--- src/icache_geom_pkg.sv ---
package icache_geom_pkg;

    localparam int NUM_WAYS   = 4;
    localparam int NUM_SETS   = 64;
    localparam int LINE_WORDS = 4;
    localparam int WORD_BITS  = 32;

    typedef logic [31:0] addr_t;
    typedef logic [21:0] tag_t;
    typedef logic [5:0]  index_t;
    typedef logic [1:0]  word_sel_t;
    typedef logic [WORD_BITS-1:0] word_t;
    typedef logic [LINE_WORDS*WORD_BITS-1:0] line_t;

    // Byte address layout is tag [31:10], set index [9:4], word [3:2].
    function automatic tag_t addr_tag(addr_t a);
        return a[31:10];
    endfunction

    function automatic index_t addr_index(addr_t a);
        return a[9:4];
    endfunction

    function automatic word_sel_t addr_word(addr_t a);
        return a[3:2];
    endfunction

    function automatic word_t line_word(line_t l, word_sel_t s);
        return l[s*WORD_BITS +: WORD_BITS];
    endfunction

endpackage

--- src/icache_ctrl_pkg.sv ---
package icache_ctrl_pkg;

    typedef logic [icache_geom_pkg::NUM_WAYS-1:0] way_oh_t;

    // Main controller states, in the order a miss walks through them.
    typedef enum logic [1:0] {
        IDLE    = 2'd0,
        LOOKUP  = 2'd1,
        REPLACE = 2'd2,
        REFILL  = 2'd3
    } ctrl_state_t;

    function automatic logic way_oh_any(way_oh_t w);
        return |w;
    endfunction

endpackage

--- src/icache_lru.sv ---
`timescale 1ns/1ps

module icache_lru
    import icache_geom_pkg::*, icache_ctrl_pkg::*;
(
    input  logic    clk,
    input  logic    rstn,
    input  index_t  index,
    input  logic    touch,
    input  way_oh_t touch_way,
    output way_oh_t victim_way
);

    // Age 0 is the most recently used way, NUM_WAYS-1 the oldest.
    typedef logic [1:0] age_t;

    age_t age [NUM_SETS][NUM_WAYS];
    age_t touch_age;

    always_comb begin
        touch_age = '0;
        for (int w = 0; w < NUM_WAYS; w++) begin
            if (touch_way[w]) begin
                touch_age = age[index][w];
            end
        end
    end

    always_comb begin
        for (int w = 0; w < NUM_WAYS; w++) begin
            victim_way[w] = (age[index][w] == age_t'(NUM_WAYS - 1));
        end
    end

    always_ff @(posedge clk) begin
        if (!rstn) begin
            for (int s = 0; s < NUM_SETS; s++) begin
                for (int w = 0; w < NUM_WAYS; w++) begin
                    age[s][w] <= age_t'(w);
                end
            end
        end else if (touch) begin
            for (int w = 0; w < NUM_WAYS; w++) begin
                if (touch_way[w]) begin
                    age[index][w] <= '0;
                end else if (age[index][w] < touch_age) begin
                    age[index][w] <= age[index][w] + 1'b1;
                end
            end
        end
    end

endmodule

--- config.mk ---
export PLATFORM = sky130hd
export DESIGN_NAME = icache_lru
export DESIGN_NICKNAME = d
export VERILOG_FILES = /design/src/icache_geom_pkg.sv /design/src/icache_ctrl_pkg.sv /design/src/icache_lru.sv
export SDC_FILE = /design/constraint.sdc
export NUM_CORES = 1
export LEC_CHECK = 0
export BUFFER_PORTS_ARGS = -buffer_cell sky130_fd_sc_hd__buf_2
export CORE_ASPECT_RATIO = 1.1
export CORE_UTILIZATION = 29
export CTS_BUF_LIST = sky130_fd_sc_hd__clkbuf_8
export DETAILED_ROUTE_END_ITERATION = 8
export PLACE_DENSITY_LB_ADDON = 0.08
export SYNTH_ARGS = -nofsm -noshare
export SYNTH_HDL_FRONTEND = slang
export SYNTH_SLANG_ARGS = --single-unit
--- constraint.sdc ---
create_clock -name clk -period 4.8 [get_ports clk]
set_input_delay 0 -clock clk [delete_from_list [all_inputs] [get_ports clk]]
set_output_delay 0 -clock clk [all_outputs]
set_load 0.01 [all_outputs]
[After elaboration in Yosys (flattened, before gate mapping)]
Memories as Yosys holds them, arrays and structs flattened.
Index checks and enable logic that the tools add are counted.
Operators by class
  $add $sub $neg: 4
  order comparisons: 4
  eq/ne operators: 4
  multiplexer cells: 48
  bitwise operators: 4
  reduce and logical (&&, ||, !) cells: 1
Operator list (number)
  1-bit 2-to-1 mux: 37
  2-bit 2-to-1 mux: 8
  2-bit by 1-bit adder with 2-bit output (second input constant): 4
  2-bit equality test (second input constant): 4
  2-bit less-than comparator: 4
  8-bit 2-to-1 mux: 1
  8-bit OR reduction: 1
  6-bit 2-to-1 mux: 1
  4-bit 2-to-1 mux: 1
  1-bit bitwise OR: 4
Word-level totals
  flip-flop bits (word level): 0
  memory bits (writable): 512
  word-level logic and storage cells: 66
  memories kept: 1
Memories
  age: depth 64, width 8, read ports 1, clocked after Yosys merged registers in 0, write ports 64, RTL line icache_lru.sv:17  | age_t age [NUM_SETS][NUM_WAYS];

[Longest topological paths before layout]
An unclocked memory read counts as a cell.
  depth in word-level cells: 14
  depth in mapped cells: 24
  depth with buffers taken out: 14

[Least setup slack after synthesis]
No wires, ideal clock.
  kind: input -> register
  start: input index[0]
  end: memory age[0][2] in the netlist's numbering (enable)
  setup time: 0.327 ns
  arrival: 4.578 ns
  slack: -0.105 ns
  stages on the path: 23
  cell sequence: buf_6 buf_6 buf_4 buf_2 buf_2 buf_2 and3_1 buf_2 buf_1 a22o_1 a221oi_1 a31oi_1 nor4_1 nand3_1 o311ai_0 ha_1 inv_1 nor2_1 a311o_1 o21a_1 clkbuf_1 clkbuf_1 o21ai_0
RTL lines
  start, declared: RTL line icache_lru.sv:8  | input index_t index,
  end, declared: RTL line icache_lru.sv:17

==> results.py <==
metrics = {
    "critical_path": {
        "crit_slowest_cell": "a2111oi_2",
        "path_common_cell": "buf_4",
        "endpoint_kind": "flip-flop",
        "endpoint": "age[32][3]",
        "path_buf_inv": 4,
        "rr_startpoint": "age[32][7]",
        "required_ns": 5.16,
        "crit_type": "reg -> reg",
        "regToRegEndpoint": "age[32][3]",
        "cp_num_cells": 16,
        "cp.arrival_ns": 4.98,
        "reg2reg_slack_ns": 0.19,
        "crit_family": "compound AO/OA/AOI/OAI gates",
        "start_kind": "flip-flop",
        "worst_path_largest_cell_delay_ns": 0.45,
        "ff2ff_path_depth": 16,
        "crit_chain": "a22o_1, a221oi_1, buf_4, a31oi_1, a2111oi_2, buf_4, nand3_1, a221o_1, o311ai_1, ha_1, inv_1, nor2_1, a311o_1, o21a_2, buf_12, o21ai_0",
        "critPathLaunch": "age[32][7]",
        "cp_max_fo": 40,
    },
    "floorplanning": {
        "core_mm2": 0.0868,
        "start_util_pct": 29.4,
        "die-area_mm2": 0.0892,
        "io_pins": 17,
        "num_rows": 113,
        "die_w_um": 285,
        "die_h_um": 313,
    },
    "grt": {
        "gr-usage-all-layers_pct": 25.4,
        "grt_overflow": 0,
        "grt_pass1_wl_um": 160000,
        "antenna_found_initial": 3,
        "grt_pass1_vias": 20400,
        "grt_max_degree": 96,
    },
    "logic_synthesis": {
        "ys_top_cells_by_area": "edfxtp_1 60%, nand2_1 6.2%, nor2_1 3.1%",
        "netlist_instances": 2262,
        "synth_seq_area_share_pct": 60.2,
        "synth_edf_count": 512,
        "synth_top_cell_by_area": "edfxtp_1",
        "synth_area_mm2": 0.0255,
        "yosysWarnings": 0,
        "syn_nets": 2283,
        "synth.distinct_cells": 69,
        "yosysMostFrequentCell": "edfxtp_1",
        "synth_top_area_share_pct": 60.2,
        "yosys_register_bits": 512,
        "synth_ff_type": "edfxtp_1",
        "avgSynthCellArea_um2": 11.3,
        "yosys-top-cells-count": "512 x edfxtp_1, 421 x nand2_1, 214 x nor2_1, 154 x clkbuf_1, 134 x o21ai_0",
        "synthArstFlopShare_pct": 0,
    },
    "clock_network": {
        "cts_inserted_buffers": 97,
        "ctsLongestPathBuffers": 3,
        "h-tree-depth": 3,
        "clock_latency_ns": 0.75,
        "clock_sinks": 512,
        "clk_pin_slew_ns": 0.06,
        "clockRootBuffer": "clkbuf_8",
        "cts_tree": "done",
    },
    "placed_design": {
        "dp_slack_ns": -0.0720,
        "gp_congestion": 0.878,
        "numPortBuffers": 16,
        "place_area_mm2": 0.0282,
        "dp_hpwl_um": 77600,
        "post-place-cells": 3426,
    },
    "routing": {
        "route.detailed.drc": 0,
        "finalWirelength_um": 114000,
        "drt-pass1-iter-count": 5,
        "first_iter_violations": 2078,
        "via_count": 20000,
        "vias_per_cell": 5.55,
        "ant_nets": 0,
        "routedWlPerCell_um": 31.6,
    },
    "power": {
        "peakVddDrop_mv": 0.201,
        "leakage_nw": 9.19,
        "power_w": 0.0107,
        "p_per_area_mw_per_mm2": 358,
    },
    "final_layout": {
        "drive_gt1_share_pct": 21.1,
        "reg.largest.list": "age (512)",
        "num-nets-final": 2397,
        "largest-register": "age",
        "design_area_mm2": 0.0299,
        "fin_cells": 3598,
        "syn2layout_area_growth_pct": 17.2,
        "largest_register_ffs": 512,
    },
    "timing": {
        "setup_ws_ns": 0.186,
        "timing.final.crit_period_ns": 4.61,
        "maxSlewHeadroom_pct": 32.5,
        "drv_slew": 0,
        "worst_pin_slew_ns": 1.01,
        "rsz0062_at_grt": "true",
        "skew_ns": 0.0585,
        "whs_ns": 0.0712,
        "hold_viol_final": 0,
        "max_freq_mhz": 217,
        "period_share_pct": 96.1,
        "finalSetupViolCount": 0,
    },
    "hold_path": {
        "hp-class": "in -> reg",
        "hp-start": "rstn",
    },
    "job": {
        "cap_viol_max_count": 0,
    },
    "outcome": {
        "status": "finished clean",
    },
}
==> worst register-to-register path, delay by kind of cell (launching register included) <==
kind                     cells  cell delay [ns]
flip-flops                   1             0.41
buffers and inverters        4             0.65
AO/OA/AOI/OAI                9             2.75
adder cells (fa/ha/maj)      1             0.33
AND/OR/NAND/NOR              2             0.14
==> final cells by class <==
cell class,instances,area (um2)
inverters,18,67.6
clock buffers,99,1360
repair buffers,226,2200
well taps,1150,1440
fillers,8775,56900
diodes,1,2.50
multi-input cells,1521,9140
clock inverters,71,329
flip-flops and latches,512,15400
==> where the power goes <==
part | switching (W) | leakage, nW | total (W) | internal [W]
sequential | 0.0000636 | 4.44 | 0.00513 | 0.00507
combinational | 0.00113 | 3.79 | 0.00161 | 0.000480
clock | 0.00200 | 0.956 | 0.00395 | 0.00196
==> cell families (layout without fill, tap and decap cells) <==
group,after synthesis,in the layout,share of synthesized area [%]
other cells,0,1,0
simple gates,980,980,18.8
mux,75,75,4.42
flops,512,512,60.2
compound gates,458,458,11.8
fa+ha+maj,8,8,0.392
buf+inv,229,414,4.34
==> timing repair <==
| action | in CTS | in global routing |
|---|---|---|
| endpoints found under the hold margin | 2 | 0 |
| gates resized for setup | 0 | 15 |
| hold buffers | 1 | 0 |
| setup buffers | 0 | 0 |
| endpoints found under the setup margin | 0 | 236 |
==> cells in the final DEF (no fill, tap or decap), types with 14 or more instances in the layout <==
| master | synthesis | layout |
|---|---|---|
| buf_12 | 6 | 42 |
| o22ai_1 | 15 | 15 |
| a21oi_1 | 81 | 80 |
| a22oi_1 | 89 | 89 |
| inv_1 | 16 | 45 |
| nor2_1 | 214 | 209 |
| mux4_2 | 17 | 17 |
| a31oi_1 | 25 | 24 |
| mux2i_1 | 35 | 35 |
| clkbuf_8 | 0 | 100 |
| nor2_4 | 60 | 64 |
| nand2_2 | 60 | 62 |
| nor3_1 | 72 | 71 |
| and3_1 | 71 | 70 |
| a221oi_1 | 36 | 36 |
| clkinv_1 | 1 | 32 |
| buf_4 | 5 | 170 |
| edfxtp_1 | 512 | 512 |
| nand2_1 | 421 | 419 |
| mux2_2 | 14 | 14 |
| a22o_1 | 26 | 26 |
| o21ai_0 | 134 | 121 |
==> how the worst min path moves through the flow <==
stage	endpoint	cells after the start
3_5_place_dp	age[43][5]	4
5_1_grt	age[63][2]	2
6_report	age[49][2]	2
4_1_cts	age[49][2]	2
3_3_place_gp	age[43][5]	4
2_1_floorplan	age[6][3]	3
==> layer usage <==
metal	share of wire, %	track usage (%)	vias to the layer above	wire (um)
met1	42	33.2	10400	47900
met3	5.8	3.61	161	6600
li1	-	-	8578	-
met5	0	0	-	0
met4	3.2	9.32	0	3650
met2	49	42.6	833	55700
==> stage by stage <==
step	TNS [ns]	util [%]
6_report	0	34.5
5_1_grt	-0.0390	34.5
4_1_cts	0	34.4
3_5_place_dp	-5.74	32.5
3_3_place_gp	-3.32	32.5
2_1_floorplan	0	-
No activity file was read; power rests on OpenSTA's default activity.
