`src/icache_geom_pkg.sv`:
```
package icache_geom_pkg;

    localparam int NUM_WAYS   = 4;
    localparam int NUM_SETS   = 64;
    localparam int LINE_WORDS = 4;
    localparam int WORD_BITS  = 32;

    typedef logic [31:0] addr_t;
    typedef logic [21:0] tag_t;
    typedef logic [5:0]  index_t;
    typedef logic [1:0]  word_sel_t;
    typedef logic [WORD_BITS-1:0] word_t;
    typedef logic [LINE_WORDS*WORD_BITS-1:0] line_t;

    // Byte address layout is tag [31:10], set index [9:4], word [3:2].
    function automatic tag_t addr_tag(addr_t a);
        return a[31:10];
    endfunction

    function automatic index_t addr_index(addr_t a);
        return a[9:4];
    endfunction

    function automatic word_sel_t addr_word(addr_t a);
        return a[3:2];
    endfunction

    function automatic word_t line_word(line_t l, word_sel_t s);
        return l[s*WORD_BITS +: WORD_BITS];
    endfunction

endpackage

```
`src/icache_fill_if.sv`:
```
`timescale 1ns/1ps

interface icache_fill_if
    import icache_geom_pkg::*;
    ();

    // High for one cycle, on the edge where the last beat of a line arrives.
    logic   fill_done;
    line_t  fill_line;
    index_t fill_index;
    tag_t   fill_tag;

    modport source (
        output fill_done,
        output fill_line,
        output fill_index,
        output fill_tag
    );

    modport sink (
        input fill_done,
        input fill_line,
        input fill_index,
        input fill_tag
    );

    // The controller only needs to know when a fill completes.
    modport monitor (
        input fill_done
    );

endinterface

```
`src/icache_refill.sv`:
```
`timescale 1ns/1ps

module icache_refill
    import icache_geom_pkg::*;
(
    input  logic          clk,
    input  logic          rstn,
    input  logic          start,
    input  addr_t         miss_addr,
    input  logic          mem_req_ready,
    input  logic          mem_data_valid,
    input  word_t         mem_data,
    output logic          mem_req,
    output addr_t         mem_addr,
    output logic          mem_data_ready,
    icache_fill_if.source fill
);

    logic      busy;
    logic      beat;
    word_sel_t beat_cnt;
    line_t     line_buf;
    line_t     line_now;

    assign mem_req        = start && !busy;
    assign mem_addr       = {miss_addr[31:4], 4'b0000};
    assign mem_data_ready = busy;
    assign beat           = busy && mem_data_valid;

    // Beats are accepted only after the request has been taken.
    always_ff @(posedge clk) begin
        if (!rstn) begin
            busy     <= 1'b0;
            beat_cnt <= '0;
        end else begin
            if (mem_req && mem_req_ready) begin
                busy <= 1'b1;
            end else if (fill.fill_done) begin
                busy <= 1'b0;
            end
            if (beat) begin
                beat_cnt <= beat_cnt + 1'b1;
            end
        end
    end

    // The current beat is merged in so the line is complete on the last beat.
    always_comb begin
        line_now = line_buf;
        for (int i = 0; i < LINE_WORDS; i++) begin
            if (beat && (beat_cnt == word_sel_t'(i))) begin
                line_now[i*WORD_BITS +: WORD_BITS] = mem_data;
            end
        end
    end

    always_ff @(posedge clk) begin
        if (beat) begin
            line_buf <= line_now;
        end
    end

    assign fill.fill_done  = beat && (beat_cnt == word_sel_t'(LINE_WORDS - 1));
    assign fill.fill_line  = line_now;
    assign fill.fill_index = addr_index(miss_addr);
    assign fill.fill_tag   = addr_tag(miss_addr);

endmodule

```
`src/flat_wrapper.sv`:
```
// flat-port wrapper written by rule: the top's interface ports become plain ports
module icache_refill_flat import icache_geom_pkg::*;
  (clk, rstn, start, miss_addr, mem_req_ready, mem_data_valid, mem_data, mem_req, mem_addr, mem_data_ready, fill_fill_done, fill_fill_line, fill_fill_index, fill_fill_tag);
  icache_fill_if fill_i ();
  input  logic clk;
  input  logic rstn;
  input  logic start;
  input  addr_t miss_addr;
  input  logic mem_req_ready;
  input  logic mem_data_valid;
  input  word_t mem_data;
  output logic mem_req;
  output addr_t mem_addr;
  output logic mem_data_ready;
  output wire logic [$bits(fill_i.fill_done)-1:0] fill_fill_done;
  output wire logic [$bits(fill_i.fill_line)-1:0] fill_fill_line;
  output wire logic [$bits(fill_i.fill_index)-1:0] fill_fill_index;
  output wire logic [$bits(fill_i.fill_tag)-1:0] fill_fill_tag;
  assign fill_fill_done = fill_i.fill_done;
  assign fill_fill_line = fill_i.fill_line;
  assign fill_fill_index = fill_i.fill_index;
  assign fill_fill_tag = fill_i.fill_tag;
  icache_refill u_core (.clk(clk), .rstn(rstn), .start(start), .miss_addr(miss_addr), .mem_req_ready(mem_req_ready), .mem_data_valid(mem_data_valid), .mem_data(mem_data), .mem_req(mem_req), .mem_addr(mem_addr), .mem_data_ready(mem_data_ready), .fill(fill_i));
endmodule
```
`config.mk`:
```
export PLATFORM = sky130hd
export DESIGN_NAME = icache_refill_flat
export DESIGN_NICKNAME = d
export VERILOG_FILES = /design/src/icache_geom_pkg.sv /design/src/icache_fill_if.sv /design/src/icache_refill.sv /design/src/flat_wrapper.sv
export SDC_FILE = /design/constraint.sdc
export NUM_CORES = 1
export LEC_CHECK = 0
export ABC_AREA = 1
export BUFFER_PORTS_ARGS = -buffer_cell sky130_fd_sc_hd__buf_2
export CORE_MARGIN = 1.5
export CORE_UTILIZATION = 35
export CTS_CLUSTER_DIAMETER = 80
export DETAILED_ROUTE_END_ITERATION = 8
export GPL_TIMING_DRIVEN = 1
export MAX_ROUTING_LAYER = met4
export PLACE_DENSITY = 0.73
export SETUP_SLACK_MARGIN = 0.02
export SLEW_MARGIN = 20
export SYNTH_ARGS = -nofsm -noshare
export SYNTH_HDL_FRONTEND = slang
export SYNTH_SLANG_ARGS = --single-unit
```
`constraint.sdc`:
```
create_clock -name clk -period 2.07 [get_ports clk]
set_input_delay 0.1035 -clock clk [delete_from_list [all_inputs] [get_ports clk]]
set_output_delay 0.1035 -clock clk [all_outputs]
set_load 0.05 [all_outputs]
```
; ---- Word-level counts from Yosys, hierarchy flattened
; Cells that the tools add are included.
; Widths: inputs -> output; s select.
[totals]
register_bits = 131
latchBits = 0
mem_bits_rw = 0
romBits = 0
inputBits = 69
output_inout_bits = 191
memories = 0
[op_classes]
add_sub_neg = 1
mul = 0
div_mod_pow = 0
order_cmp = 0
eq_ne = 3
shift = 0
muxes = 6
bitwise_logic = 0
reduce_logical = 10
[ops]
columns = operator, count
row1 = $mux 32, 4
row2 = $logic_and 1x1->1, 7
row3 = $eq 2x2->1 const B, 2
row4 = $add 2x1->2 const B, 1
row5 = $eq 2x1->1 const B, 1
row6 = $logic_not 2->1, 1
row7 = $mux 1, 2
row8 = $reduce_bool 2->1, 1
row9 = $logic_not 1->1, 1

; ---- Logic depth before layout (Yosys ltp)
[logic_depth]
ltp_word = 4
ltp_mapped = 6

; ---- Least setup slack after synthesis
; OpenSTA, ideal clock, no wires.
[synth_timing]
path_type = reg2reg
from = register u_core.busy (netlist: u_core.mem_data_ready)
to = register u_core.line_buf[15], data pin
arrival_ns = 2.912
path_slack_ns = -1.182
path_stages_with_launch = 6
n_path_buf = 1
period_less_slack_ns = 3.252
cell_sequence = dfxtp_1 -> nand2_2 -> inv_4 -> nand2_4 -> buf_6 -> o21ai_1
[synth_between]
elab_chain_cells = 3
[synth_rtl]
columns = item, line_no
row1 = start: declaration, icache_refill.sv:19  ; logic busy;
row2 = start signal: assignment, icache_refill.sv:33  ; busy <= 1'b0;
row3 = start signal: assignment, icache_refill.sv:37  ; busy <= 1'b1;
row4 = start signal: assignment, icache_refill.sv:39  ; busy <= 1'b0;
row5 = $logic_and 1x1->1, icache_refill.sv:28  ; assign beat = busy && mem_data_valid;
row6 = via u_core.beat, icache_refill.sv:20  ; logic beat;
row7 = $logic_and 1x1->1, icache_refill.sv:51  ; if (beat && (beat_cnt == word_sel_t'(i))) begin
row8 = $mux 32, icache_refill.sv:51
row9 = via fill_fill_line[15], flat_wrapper.sv:16  ; output wire logic [$bits(fill_i.fill_line)-1:0] fill_fill_line;
row10 = end signal: assignment, icache_refill.sv:59  ; line_buf <= line_now;
row11 = end: declaration, icache_refill.sv:22  ; line_t line_buf;
; The timed path passes the listed nets, and every way through them passes these cells.
; A chain may end at the register's enable or synchronous reset.

; ---- Worst setup path after layout
[layout_timing]
from = register u_core.beat_cnt[1]
to = output port fill_fill_line[48]
[layout_between]
elab_chain_cells = 3
[layout_rtl]
columns = item, line_no
row1 = start: declaration, icache_refill.sv:21  ; word_sel_t beat_cnt;
row2 = start signal: assignment, icache_refill.sv:42  ; beat_cnt <= beat_cnt + 1'b1;
row3 = $eq 2x1->1, icache_refill.sv:51
row4 = $logic_and 1x1->1, icache_refill.sv:51
row5 = $mux 32, icache_refill.sv:51
row6 = end: declaration, flat_wrapper.sv:16
; No other way between the ends.

==> impl_metrics.py <==
metrics = {
    "status": {
        "status": "finished, final reports clean",
    },
    "finish": {
        "area_growth_pct": 48.0,
        "final_cell_area_sq_mm": 0.00884,
        "final_common_cell": "nand2_1",
        "fillers": 1372,
        "most-common-layout-cells": "nand2_1, edfxtp_1, buf_2, o21ai_4, buf_4",
        "nets": 731,
        "drive_gt1_frac": 0.502,
        "diodes": 0,
    },
    "yosys": {
        "synth_area_sq_mm": 0.00597,
        "synthArstFlopShare": 0,
        "netlist_top_cells_area": "edfxtp_1, o21ai_1, nand2_1, buf_4, inv_1",
        "ys_seq_area_frac": 0.654,
        "synth_edf_count": 128,
        "yosys_warnings": 0,
        "synth_cells": 531,
        "synth-main-ff-cell": "edfxtp_1",
        "synth.largest_area_cell": "edfxtp_1",
        "yosys_register_bits": 131,
        "synth.distinct_cells": 19,
        "synth_top_area_frac": 0.644,
        "synth_area_per_cell_sq_um": 11.2,
    },
    "power": {
        "power.density_cell_area_mw_per_mm2": 793,
        "p_sw_mw": 1.95,
        "p_int_mw": 5.07,
        "report.power.total_mw": 7.01,
        "swShare": 0.278,
        "ir_drop_uv": 593,
        "clockPowerShare": 0.434,
        "leakage_nw": 3.66,
        "pwr-share-comb": 0.137,
        "seq_power_share": 0.429,
    },
    "sta": {
        "clock-skew-final_ns": 0.00632,
        "hold_viol_final": 0,
        "setup_viol_count_final": 0,
        "tightest_slew_ns": 0.699,
        "rsz0062_at_grt": "true",
        "setup_tns_ns": 0,
        "fin_crit_sh": 0.960,
        "period_needed_ns": 1.99,
        "max_slew_margin": 0.534,
        "setup_ws_ns": 0.0826,
        "whs_ns": 0.135,
        "slew_violations": 0,
        "max_freq_ghz": 0.503,
    },
    "placement": {
        "gp_congestion": 0.722,
        "numPortBuffers": 167,
        "hpwl_um": 8830,
        "dpl_cell_area_sq_mm": 0.00754,
        "place_ws_ns": 0.355,
    },
    "job": {
        "drv_cap": 0,
    },
    "global_route": {
        "grt_pass1_vias": 4245,
        "gr-usage-all-layers": 0.168,
        "grt_max_degree": 131,
        "antenna_found_initial": 0,
        "grt_pass1_wl_um": 22500,
        "grt_overflow": 0,
    },
    "cts": {
        "cts_root_buffer": "clkbuf_16",
        "clk_latency_ns": 0.41,
        "cts-buffers-inserted": 17,
        "cts_tree": "done",
        "clk_pin_slew_ns": 0.06,
        "cts.path.max_buffers": 2,
        "ctsHtreeMaxLevel": 4,
        "cts.sinks": 131,
    },
    "detailed_routing": {
        "routed.top_layer": "met4",
        "avgViaCountPerCell": 4.77,
        "drc": 0,
        "first_pass_iters": 4,
        "routed_wl_um": 15100,
        "ant_nets": 0,
        "wl_met2_um": 7260,
        "vias": 4249,
        "wl_met3_um": 1050,
        "routedWlPerCell_um": 16.9,
        "wl_met1_um": 6560,
        "drt_iter0_drc": 270,
    },
    "setup_path": {
        "cp.arrival_ns": 1.88,
        "critPathKind": "flop to primary output",
        "worstPathRequired_ns": 1.97,
        "critPathLaunchType": "flop",
        "critPathMaxFanout": 24,
        "cp-end-kind": "primary output",
    },
    "floorplanning": {
        "die_h_um": 134,
        "io_pins": 260,
        "core_sq_mm": 0.0166,
        "fp.dieW_um": 134,
        "dieArea_sq_mm": 0.0179,
        "std_cell_rows": 47,
        "start_util": 0.359,
    },
    "worst_hold_path": {
        "hold_class": "input port to flop",
    },
}
-- critical path, cell delays in order (launching register included) --
cell and delay [ns]:
dfxtp_1 0.38, inv_1 0.08, ha_1 0.21, nand2_4 0.14
buf_12 0.22, nand2_1 0.14, o21ai_4 0.09, buf_6 0.18
-- stage by stage --
| step | util | std cells |
|---|---|---|
| final | 0.531 | 891 |
| after global routing | 0.531 | 891 |
| after CTS | 0.515 | 889 |
| after detailed placement | 0.453 | 847 |
| after global placement | 0.453 | 847 |
| after floorplan | - | 534 |
-- what timing repair did --
item                                    CTS  global route
setup buffers                             5             0
hold buffers                              2             0
resized for setup                        98            61
hold endpoints to repair                  3             0
endpoints found under the setup margin   91            88
cloned                                    3             2
pin swaps                                 2             1
-- cells in the mapped netlist (2+ instances only) --
cell	count
nand2_4	3
o21ai_1	99
buf_4	60
buf_6	11
inv_1	38
edfxtp_1	128
nor2_1	5
buf_2	12
dfxtp_1	3
o21ai_2	4
clkbuf_1	2
ha_1	4
o21ai_0	27
nand2_1	129
nand3_1	2
-- kinds of logic (layout without fill, tap and decap cells) --
group | after synthesis | count (layout) | synth area share
AOI/OAI and AO/OA | 131 | 131 | 0.112
buffers and inverters | 124 | 261 | 0.132
adders and majority gates | 4 | 4 | 0.00838
DFF | 131 | 131 | 0.654
and+or+nand+nor | 140 | 140 | 0.0926
other | 1 | 4 | 0.000628
-- area by class of cell --
type,count,area [sq um],share of cell area
Tap cell,220,275,0.0311
Sequential cell,131,3910,0.442
Multi-Input combinational cell,279,2240,0.253
Inverter,39,163,0.0184
Clock buffer,17,425,0.0481
Clock inverter,15,170,0.0193
Timing Repair Buffer,190,1660,0.188
-- flip-flops by register name, indices dropped and copies added, names as in the netlist --
register	cells
u_core.beat_cnt	2
u_core.line_buf	128
u_core.mem_data_ready	1
-- path summary, 6_finish.rpt --
kind                                         to  cells past startpoint                            start  slack (ns)
max                          fill_fill_line[48]                      7  u_core.beat_cnt[1]$_SDFFE_PN0P_        0.08
min               u_core.line_buf[29]$_DFFE_PP_                      3                     mem_data[29]        0.13
max reg2reg  u_core.mem_data_ready$_SDFFE_PN0P_                      6  u_core.beat_cnt[1]$_SDFFE_PN0P_        0.35
min reg2reg     u_core.beat_cnt[0]$_SDFFE_PN0P_                      2  u_core.beat_cnt[0]$_SDFFE_PN0P_        0.51
-- per-layer routing --
layer,vias up,track usage
met5,-,-
met4,0,0.0519
met3,33,0.0616
met2,178,0.263
met1,2017,0.203
li1,2021,-
-- power by group through the flow --
stage / Combinational (mW) / Clock (mW) / Sequential, mW
floorplan: 0.966 / 0 / 3.07
global placement: 0.847 / 0 / 3.06
detailed placement: 0.856 / 0 / 3.07
CTS: 0.922 / 3.11 / 3.01
global route: 1.01 / 3.21 / 3.02
finish: 0.960 / 3.04 / 3.01
Power figures use the tool's default switching activity.
