**config.mk**
```make
export PLATFORM = sky130hd
export DESIGN_NAME = icache_main_fsm_flat
export DESIGN_NICKNAME = d
export VERILOG_FILES = /design/src/icache_geom_pkg.sv /design/src/icache_ctrl_pkg.sv /design/src/icache_fill_if.sv /design/src/icache_main_fsm.sv /design/src/flat_wrapper.sv
export SDC_FILE = /design/constraint.sdc
export NUM_CORES = 1
export LEC_CHECK = 0
export BUFFER_PORTS_ARGS = -buffer_cell sky130_fd_sc_hd__clkbuf_2
export CAP_MARGIN = 10
export CELL_PAD_IN_SITES_DETAIL_PLACEMENT = 0
export CELL_PAD_IN_SITES_GLOBAL_PLACEMENT = 1
export CORE_ASPECT_RATIO = 1.25
export CORE_MARGIN = 8
export CORE_UTILIZATION = 40
export CTS_BUF_LIST = sky130_fd_sc_hd__clkbuf_8
export CTS_CLUSTER_DIAMETER = 150
export DETAILED_ROUTE_END_ITERATION = 6
export PLACE_DENSITY = 0.83
export SYNTH_ARGS = -nofsm -noshare
export SYNTH_HDL_FRONTEND = slang
export SYNTH_SLANG_ARGS = --single-unit
```
**constraint.sdc**
```tcl
create_clock -name clk -period 6.15 [get_ports clk]
set_clock_uncertainty 0.2 [all_clocks]
set_input_delay 1.23 -clock clk [delete_from_list [all_inputs] [get_ports clk]]
set_output_delay 1.23 -clock clk [all_outputs]
set_load 0.01 [all_outputs]
```
**src/icache_geom_pkg.sv**
```systemverilog
package icache_geom_pkg;

    localparam int NUM_WAYS   = 4;
    localparam int NUM_SETS   = 64;
    localparam int LINE_WORDS = 4;
    localparam int WORD_BITS  = 32;

    typedef logic [31:0] addr_t;
    typedef logic [21:0] tag_t;
    typedef logic [5:0]  index_t;
    typedef logic [1:0]  word_sel_t;
    typedef logic [WORD_BITS-1:0] word_t;
    typedef logic [LINE_WORDS*WORD_BITS-1:0] line_t;

    // Byte address layout is tag [31:10], set index [9:4], word [3:2].
    function automatic tag_t addr_tag(addr_t a);
        return a[31:10];
    endfunction

    function automatic index_t addr_index(addr_t a);
        return a[9:4];
    endfunction

    function automatic word_sel_t addr_word(addr_t a);
        return a[3:2];
    endfunction

    function automatic word_t line_word(line_t l, word_sel_t s);
        return l[s*WORD_BITS +: WORD_BITS];
    endfunction

endpackage

```
**src/icache_ctrl_pkg.sv**
```systemverilog
package icache_ctrl_pkg;

    typedef logic [icache_geom_pkg::NUM_WAYS-1:0] way_oh_t;

    // Main controller states, in the order a miss walks through them.
    typedef enum logic [1:0] {
        IDLE    = 2'd0,
        LOOKUP  = 2'd1,
        REPLACE = 2'd2,
        REFILL  = 2'd3
    } ctrl_state_t;

    function automatic logic way_oh_any(way_oh_t w);
        return |w;
    endfunction

endpackage

```
**src/icache_fill_if.sv**
```systemverilog
`timescale 1ns/1ps

interface icache_fill_if
    import icache_geom_pkg::*;
    ();

    // High for one cycle, on the edge where the last beat of a line arrives.
    logic   fill_done;
    line_t  fill_line;
    index_t fill_index;
    tag_t   fill_tag;

    modport source (
        output fill_done,
        output fill_line,
        output fill_index,
        output fill_tag
    );

    modport sink (
        input fill_done,
        input fill_line,
        input fill_index,
        input fill_tag
    );

    // The controller only needs to know when a fill completes.
    modport monitor (
        input fill_done
    );

endinterface

```
**src/icache_main_fsm.sv**
```systemverilog
`timescale 1ns/1ps

module icache_main_fsm
    import icache_geom_pkg::*, icache_ctrl_pkg::*;
(
    input  logic              clk,
    input  logic              rstn,
    input  logic              req_valid,
    input  addr_t             req_addr,
    input  logic              hit,
    input  logic              mem_req_ready,
    input  way_oh_t           victim_way,
    icache_fill_if.monitor    fill,
    output logic              req_ready,
    output addr_t             lookup_addr,
    output addr_t             miss_addr,
    output logic              refill_start,
    output way_oh_t           way_write,
    output logic              resp_sel_fill,
    output logic              resp_valid,
    output logic              lru_touch
);

    ctrl_state_t state;
    ctrl_state_t state_nxt;
    addr_t       req_buf;
    addr_t       miss_buf;
    way_oh_t     miss_way;
    logic        lookup_hit;
    logic        fill_end;

    assign lookup_hit = (state == LOOKUP) && hit;
    assign fill_end   = (state == REFILL) && fill.fill_done;

    always_ff @(posedge clk) begin
        if (!rstn) begin
            state <= IDLE;
        end else begin
            state <= state_nxt;
        end
    end

    // The request buffer follows the fetch port whenever a new request may be taken.
    always_ff @(posedge clk) begin
        if (req_ready) begin
            req_buf <= req_addr;
        end
    end

    // On a miss the victim is frozen here, since the LRU may move before the fill.
    always_ff @(posedge clk) begin
        if ((state == LOOKUP) && !hit) begin
            miss_buf <= req_buf;
            miss_way <= victim_way;
        end
    end

    always_comb begin
        state_nxt = state;
        case (state)
            IDLE: begin
                if (req_valid) begin
                    state_nxt = LOOKUP;
                end
            end
            LOOKUP: begin
                if (!hit) begin
                    state_nxt = REPLACE;
                end else if (!req_valid) begin
                    state_nxt = IDLE;
                end
            end
            REPLACE: begin
                if (mem_req_ready) begin
                    state_nxt = REFILL;
                end
            end
            REFILL: begin
                if (fill.fill_done) begin
                    state_nxt = req_valid ? LOOKUP : IDLE;
                end
            end
            default: state_nxt = IDLE;
        endcase
    end

    assign req_ready     = (state == IDLE) || lookup_hit || fill_end;
    assign lookup_addr   = req_buf;
    assign miss_addr     = miss_buf;
    assign refill_start  = (state == REPLACE);
    assign way_write     = fill_end ? miss_way : '0;
    assign resp_sel_fill = (state == REFILL);
    assign resp_valid    = lookup_hit || fill_end;
    // Every response marks its way as most recently used.
    assign lru_touch     = lookup_hit || fill_end;

endmodule

```
**src/flat_wrapper.sv**
```systemverilog
// flat-port wrapper written by rule: the top's interface ports become plain ports
module icache_main_fsm_flat import icache_geom_pkg::*, icache_ctrl_pkg::*;
  (clk, rstn, req_valid, req_addr, hit, mem_req_ready, victim_way, req_ready, lookup_addr, miss_addr, refill_start, way_write, resp_sel_fill, resp_valid, lru_touch, fill_fill_done);
  icache_fill_if fill_i ();
  input  logic clk;
  input  logic rstn;
  input  logic req_valid;
  input  addr_t req_addr;
  input  logic hit;
  input  logic mem_req_ready;
  input  way_oh_t victim_way;
  output logic req_ready;
  output addr_t lookup_addr;
  output addr_t miss_addr;
  output logic refill_start;
  output way_oh_t way_write;
  output logic resp_sel_fill;
  output logic resp_valid;
  output logic lru_touch;
  input wire logic [$bits(fill_i.fill_done)-1:0] fill_fill_done;
  assign fill_i.fill_done = fill_fill_done;
  icache_main_fsm u_core (.clk(clk), .rstn(rstn), .req_valid(req_valid), .req_addr(req_addr), .hit(hit), .mem_req_ready(mem_req_ready), .victim_way(victim_way), .fill(fill_i), .req_ready(req_ready), .lookup_addr(lookup_addr), .miss_addr(miss_addr), .refill_start(refill_start), .way_write(way_write), .resp_sel_fill(resp_sel_fill), .resp_valid(resp_valid), .lru_touch(lru_touch));
endmodule
```
# After elaboration in Yosys (flattened, before gate mapping)
# Index checks and enable logic that the tools add are counted.
dict set report totals {
  reg_bits 70
  latchBits 0
  ram_bits 0
  mem_bits_ro 0
  inputBits 42
  output_inout_bits 73
  elab_cells 28
  n_memories 0
}
dict set report classes {
  n_addsub 0
  multipliers 0
  div 0
  n_lt_le_gt_ge 0
  n_eq_ne 7
  shift 0
  mux 8
  bitwise_logic 0
  reduce_logical 9
}
# cell count
set ops {}
lappend ops {{$mux W2} 5}
lappend ops {{$pmux W2 S4} 1}
lappend ops {{$eq A2 B2 Y1 const B} 2}
lappend ops {{$mux W4} 1}
lappend ops {{$ne A2 B2 Y1 const B} 2}
lappend ops {{$reduce_and A4 Y1} 1}
lappend ops {{$logic_and A1 B1 Y1} 3}
lappend ops {{$logic_or A1 B1 Y1} 3}
lappend ops {{$ne A3 B3 Y1 const B} 1}
lappend ops {{$eq A2 B1 Y1 const B} 1}
lappend ops {{$logic_not A2 Y1} 1}
lappend ops {{$ne A2 B1 Y1 const B} 1}
lappend ops {{$logic_not A1 Y1} 1}
lappend ops {{$mux W1} 1}

# Depth between registers and ports, before layout
dict set report logic_depth {
  word_depth 4
  ltp_mapped 3
  depth_no_buf 3
}

# Least setup slack after synthesis
# No wires, ideal clock.
dict set report synth_path {
  kind {input -> register}
  startpoint {in hit}
  endpoint {reg u_core.miss_buf[0], in the netlist u_core.miss_addr[0] (enable)}
  setup_ns 0.429
  t_arrival_ns 2.946
  required_ns 5.521
  slack_ns 2.575
  stages 2
  n_path_buf 0
  path_cell_list {nand2b_2 -> nor2_1}
}
dict set report synth_via {
  elab_chain_cells 2
}
# item line
set synth_rtl {}
lappend synth_rtl {{start: declaration} flat_wrapper.sv:9} ;# input logic hit;
lappend synth_rtl {{$logic_not A1 Y1} icache_main_fsm.sv:52} ;# if ((state == LOOKUP) && !hit) begin
lappend synth_rtl {{$logic_and A1 B1 Y1} icache_main_fsm.sv:52}
lappend synth_rtl {{end signal: assignment} icache_main_fsm.sv:53} ;# miss_buf <= req_buf;
lappend synth_rtl {{end: declaration} icache_main_fsm.sv:27} ;# addr_t miss_buf;
# Every way passes these cells.
# A chain may end at the register's enable or synchronous reset.

# Worst setup path in the final report
dict set report layout_path {
  startpoint {in fill_fill_done}
  endpoint {out req_ready}
}
dict set report layout_via {
  elab_chain_cells 2
}
# item line
set layout_rtl {}
lappend layout_rtl {{start: declaration} flat_wrapper.sv:20} ;# input wire logic [$bits(fill_i.fill_done)-1:0] fill_fill_done;
lappend layout_rtl {{$logic_and A1 B1 Y1} icache_main_fsm.sv:33} ;# assign fill_end = (state == REFILL) && fill.fill_done;
lappend layout_rtl {{$logic_or A1 B1 Y1} icache_main_fsm.sv:87} ;# assign req_ready = (state == IDLE) || lookup_hit || fill_end;
lappend layout_rtl {{end: declaration} flat_wrapper.sv:12} ;# output logic req_ready;
# Every way passes these cells.

==> results by group <==
Global route
  – Number of global-route vias before repair: 1293
  – Initial antenna violation count: 0
  – First-pass GRT wire length: 6734 µm
  – Largest net degree at the start of global routing: 37
  – Global Route Usage Sum: 11.48%
  – Overflow after GRT: 0

STA
  – Slew Limit Fails: 0
  – Min setup slack post-route: 2.593 ns
  – Slew Limit Headroom: 36.20%
  – Final hold vios: 0
  – Final TNS setup: 0 ns
  – Period utilization: 57.84%
  – Worst slew pin tran: 0.9547 ns
  – Achievable clock frequency: 281.1 MHz
  – RSZ-0062 raised after global routing: false
  – Setup violations, final: 0
  – Min Tclk post-route: 3.557 ns

Worst setup path
  – Data required time of the critical path: 4.72 ns
  – CP endpoint kind: output port
  – WS Path Type: in2out
  – Worst EP arrival: 2.13 ns
  – CP Max Fanout: 34
  – CP Launch Type: primary input

Logic synthesis
  – Yosys cell types: 17
  – Top post-synthesis cells by area: edfxtp_1 92%, dfxtp_1 1.8%, and2_1 1.1%
  – Syn Nets: 132
  – Post-synth top area share: 92.05%
  – Synth Warn #: 0
  – Post-synthesis cell count: 90
  – Largest area contributor in the netlist: edfxtp_1
  – FF+latch count, synth: 70
  – Synthesized area: 2218 µm²
  – Syn_area_per_cell: 24.65 µm²
  – Post-synthesis sequential area ratio: 93.85%

Floorplanning
  – DIE HEIGHT: 99.26 µm
  – Initial Util: 41.04%
  – Die area: 8200 µm²
  – # IOs: 115
  – Total core area: 5405 µm²
  – Site row count: 30
  – Chip width: 82.61 µm

CTS
  – Clock Tree Buf Depth: 2
  – Sink Count: 70
  – CTS tree: done
  – Root Buffer Master: clkbuf_8
  – H-tree Lvls: 3
  – Worst-skew pair later-pin latency: 0.32 ns
  – Post-CTS setup buffer count: 0
  – Total CTS buffers: 9
  – CTS Hold Bufs: 0
  – CTS resizes: 0
  – Clock slew at reported path FFs: 0.06 ns

Finish
  – Antenna Cells: 0
  – Area growth, synth to finish: 36.83%
  – Share of post-route cells with drive strength above 1: 60.65%
  – Final instance area: 3035 µm²
  – Number of fill cells: 459
  – Register Area: 2082 µm²
  – Area of the multi-input gates: 128.9 µm²
  – Total Nets Final: 256

Power
  – Tot Pwr: 979.2 µW
  – Pwr dens: 322.6 nW/µm²
  – Pleak: 1.292 nW
  – Worst VDD drop: 0.0001038 V

Placement
  – Detailed placer's ending HPWL: 3838 µm
  – Worst slack, placed: 2.570 ns
  – Port-buffer cells: 114
  – Placed Area: 2869 µm²
  – RD Place Congestion: 0.7436

Route
  – Number of DRC markers in iteration 0: 78
  – Post-route DRC: 0
  – Vias per std cell: 4.450
  – Vias: 1246
  – Detailed Route WL: 4809 µm
  – Routed wire per std cell: 17.18 µm
  – First-pass DRT Iterations: 3
  – Routed Antenna Nets: 0

Outcome
  – Status: complete, no violations

Flow run
  – Max_cap viols: 0

Hold path
  – Hold Path Class: reg2reg
-- Yosys cell counts (all sizes together) --
library cell  instances
a211oi                1
a21o                  1
nand2                 1
edfxtp               68
inv                   2
dfxtp                 2
and3                  1
and2                  5
buf                   1
nor2b                 2
nand2b                1
mux2i                 1
nor2                  2
o21ai                 1
a21oi                 1
-- per-stage QoR --
step | instances | hold slack (ns) | utilization, %
after floorplan | 90 | 0.2990 | -
after global placement | 267 | 0.2305 | 53.08
after detailed placement | 267 | 0.2345 | 53.08
after CTS | 280 | 0.2496 | 56.16
after global routing | 280 | 0.2563 | 56.16
final | 280 | 0.2472 | 56.16
-- sequential cells by signal, indices dropped and copies added (netlist names), named ones only --
name                count
u_core.state            1
u_core.miss_way         4
u_core.miss_addr       32
u_core.lookup_addr     32
-- worst max-delay path: stages --
cell	delay, ns
clkbuf_2	0.10
and3_4	0.21
a21o_4	0.36
clkbuf_2	0.21
-- power by group --
| part | internal [mW] | total (mW) | switching (mW) |
|---|---|---|---|
| sequential | 0.566 | 0.580 | 0.0145 |
| clock | 0.177 | 0.319 | 0.142 |
| combinational | 0.0319 | 0.0802 | 0.0483 |
-- cells in the final DEF, fill, tap and decap left out --
cell type    n
clkbuf_2   114
edfxtp_1    68
clkbuf_8     9
and2_1       4
inv_1        3
dfxtp_1      2
nand2b_2     1
nor2_4       1
and2_2       1
nor2_1       1
and3_4       1
a21o_4       1
mux2i_1      1
nor2b_1      1
nand2_1      1
o21ai_0      1
a21oi_1      1
a211oi_1     1
nor2b_2      1
clkinv_1     1
bufinv_16    1
clkinv_2     1
-- kinds of logic after synthesis --
logic type	synth area share [%]
buf+inv	0.6771
compound gates	1.466
flops	93.85
mux	0.4512
simple gates	3.553
-- layer usage --
metal,part of all wire [%],track usage [%],vias up
li1,-,-,594
met1,32,10.43,573
met2,54,19.27,71
met3,12,5.415,8
met4,2.3,7.856,0
met5,0,0,-
-- final timing paths --
| kind | depth (start not counted) | endpoint | from | slack [ns] |
|---|---|---|---|---|
| worst max register to register | 2 | u_core.miss_addr[23] | u_core.state[0] | 4.29 |
| worst min-delay path | 0 | u_core.miss_addr[6] | u_core.lookup_addr[6] | 0.25 |
| worst max-delay path | 4 | req_ready | fill_fill_done | 2.59 |
| worst min register to register | 0 | u_core.miss_addr[6] | u_core.lookup_addr[6] | 0.25 |
-- area by class of cell --
cell class | instances | share of cell area (%)
sequential | 70 | 68.59
timing repair buffer | 114 | 18.80
multi-input combinational | 17 | 4.246
clock buffer | 9 | 4.081
tap | 64 | 2.638
clock inverter | 4 | 1.401
inverter | 2 | 0.2473
Note: power is estimated with default switching activity, not from simulation.
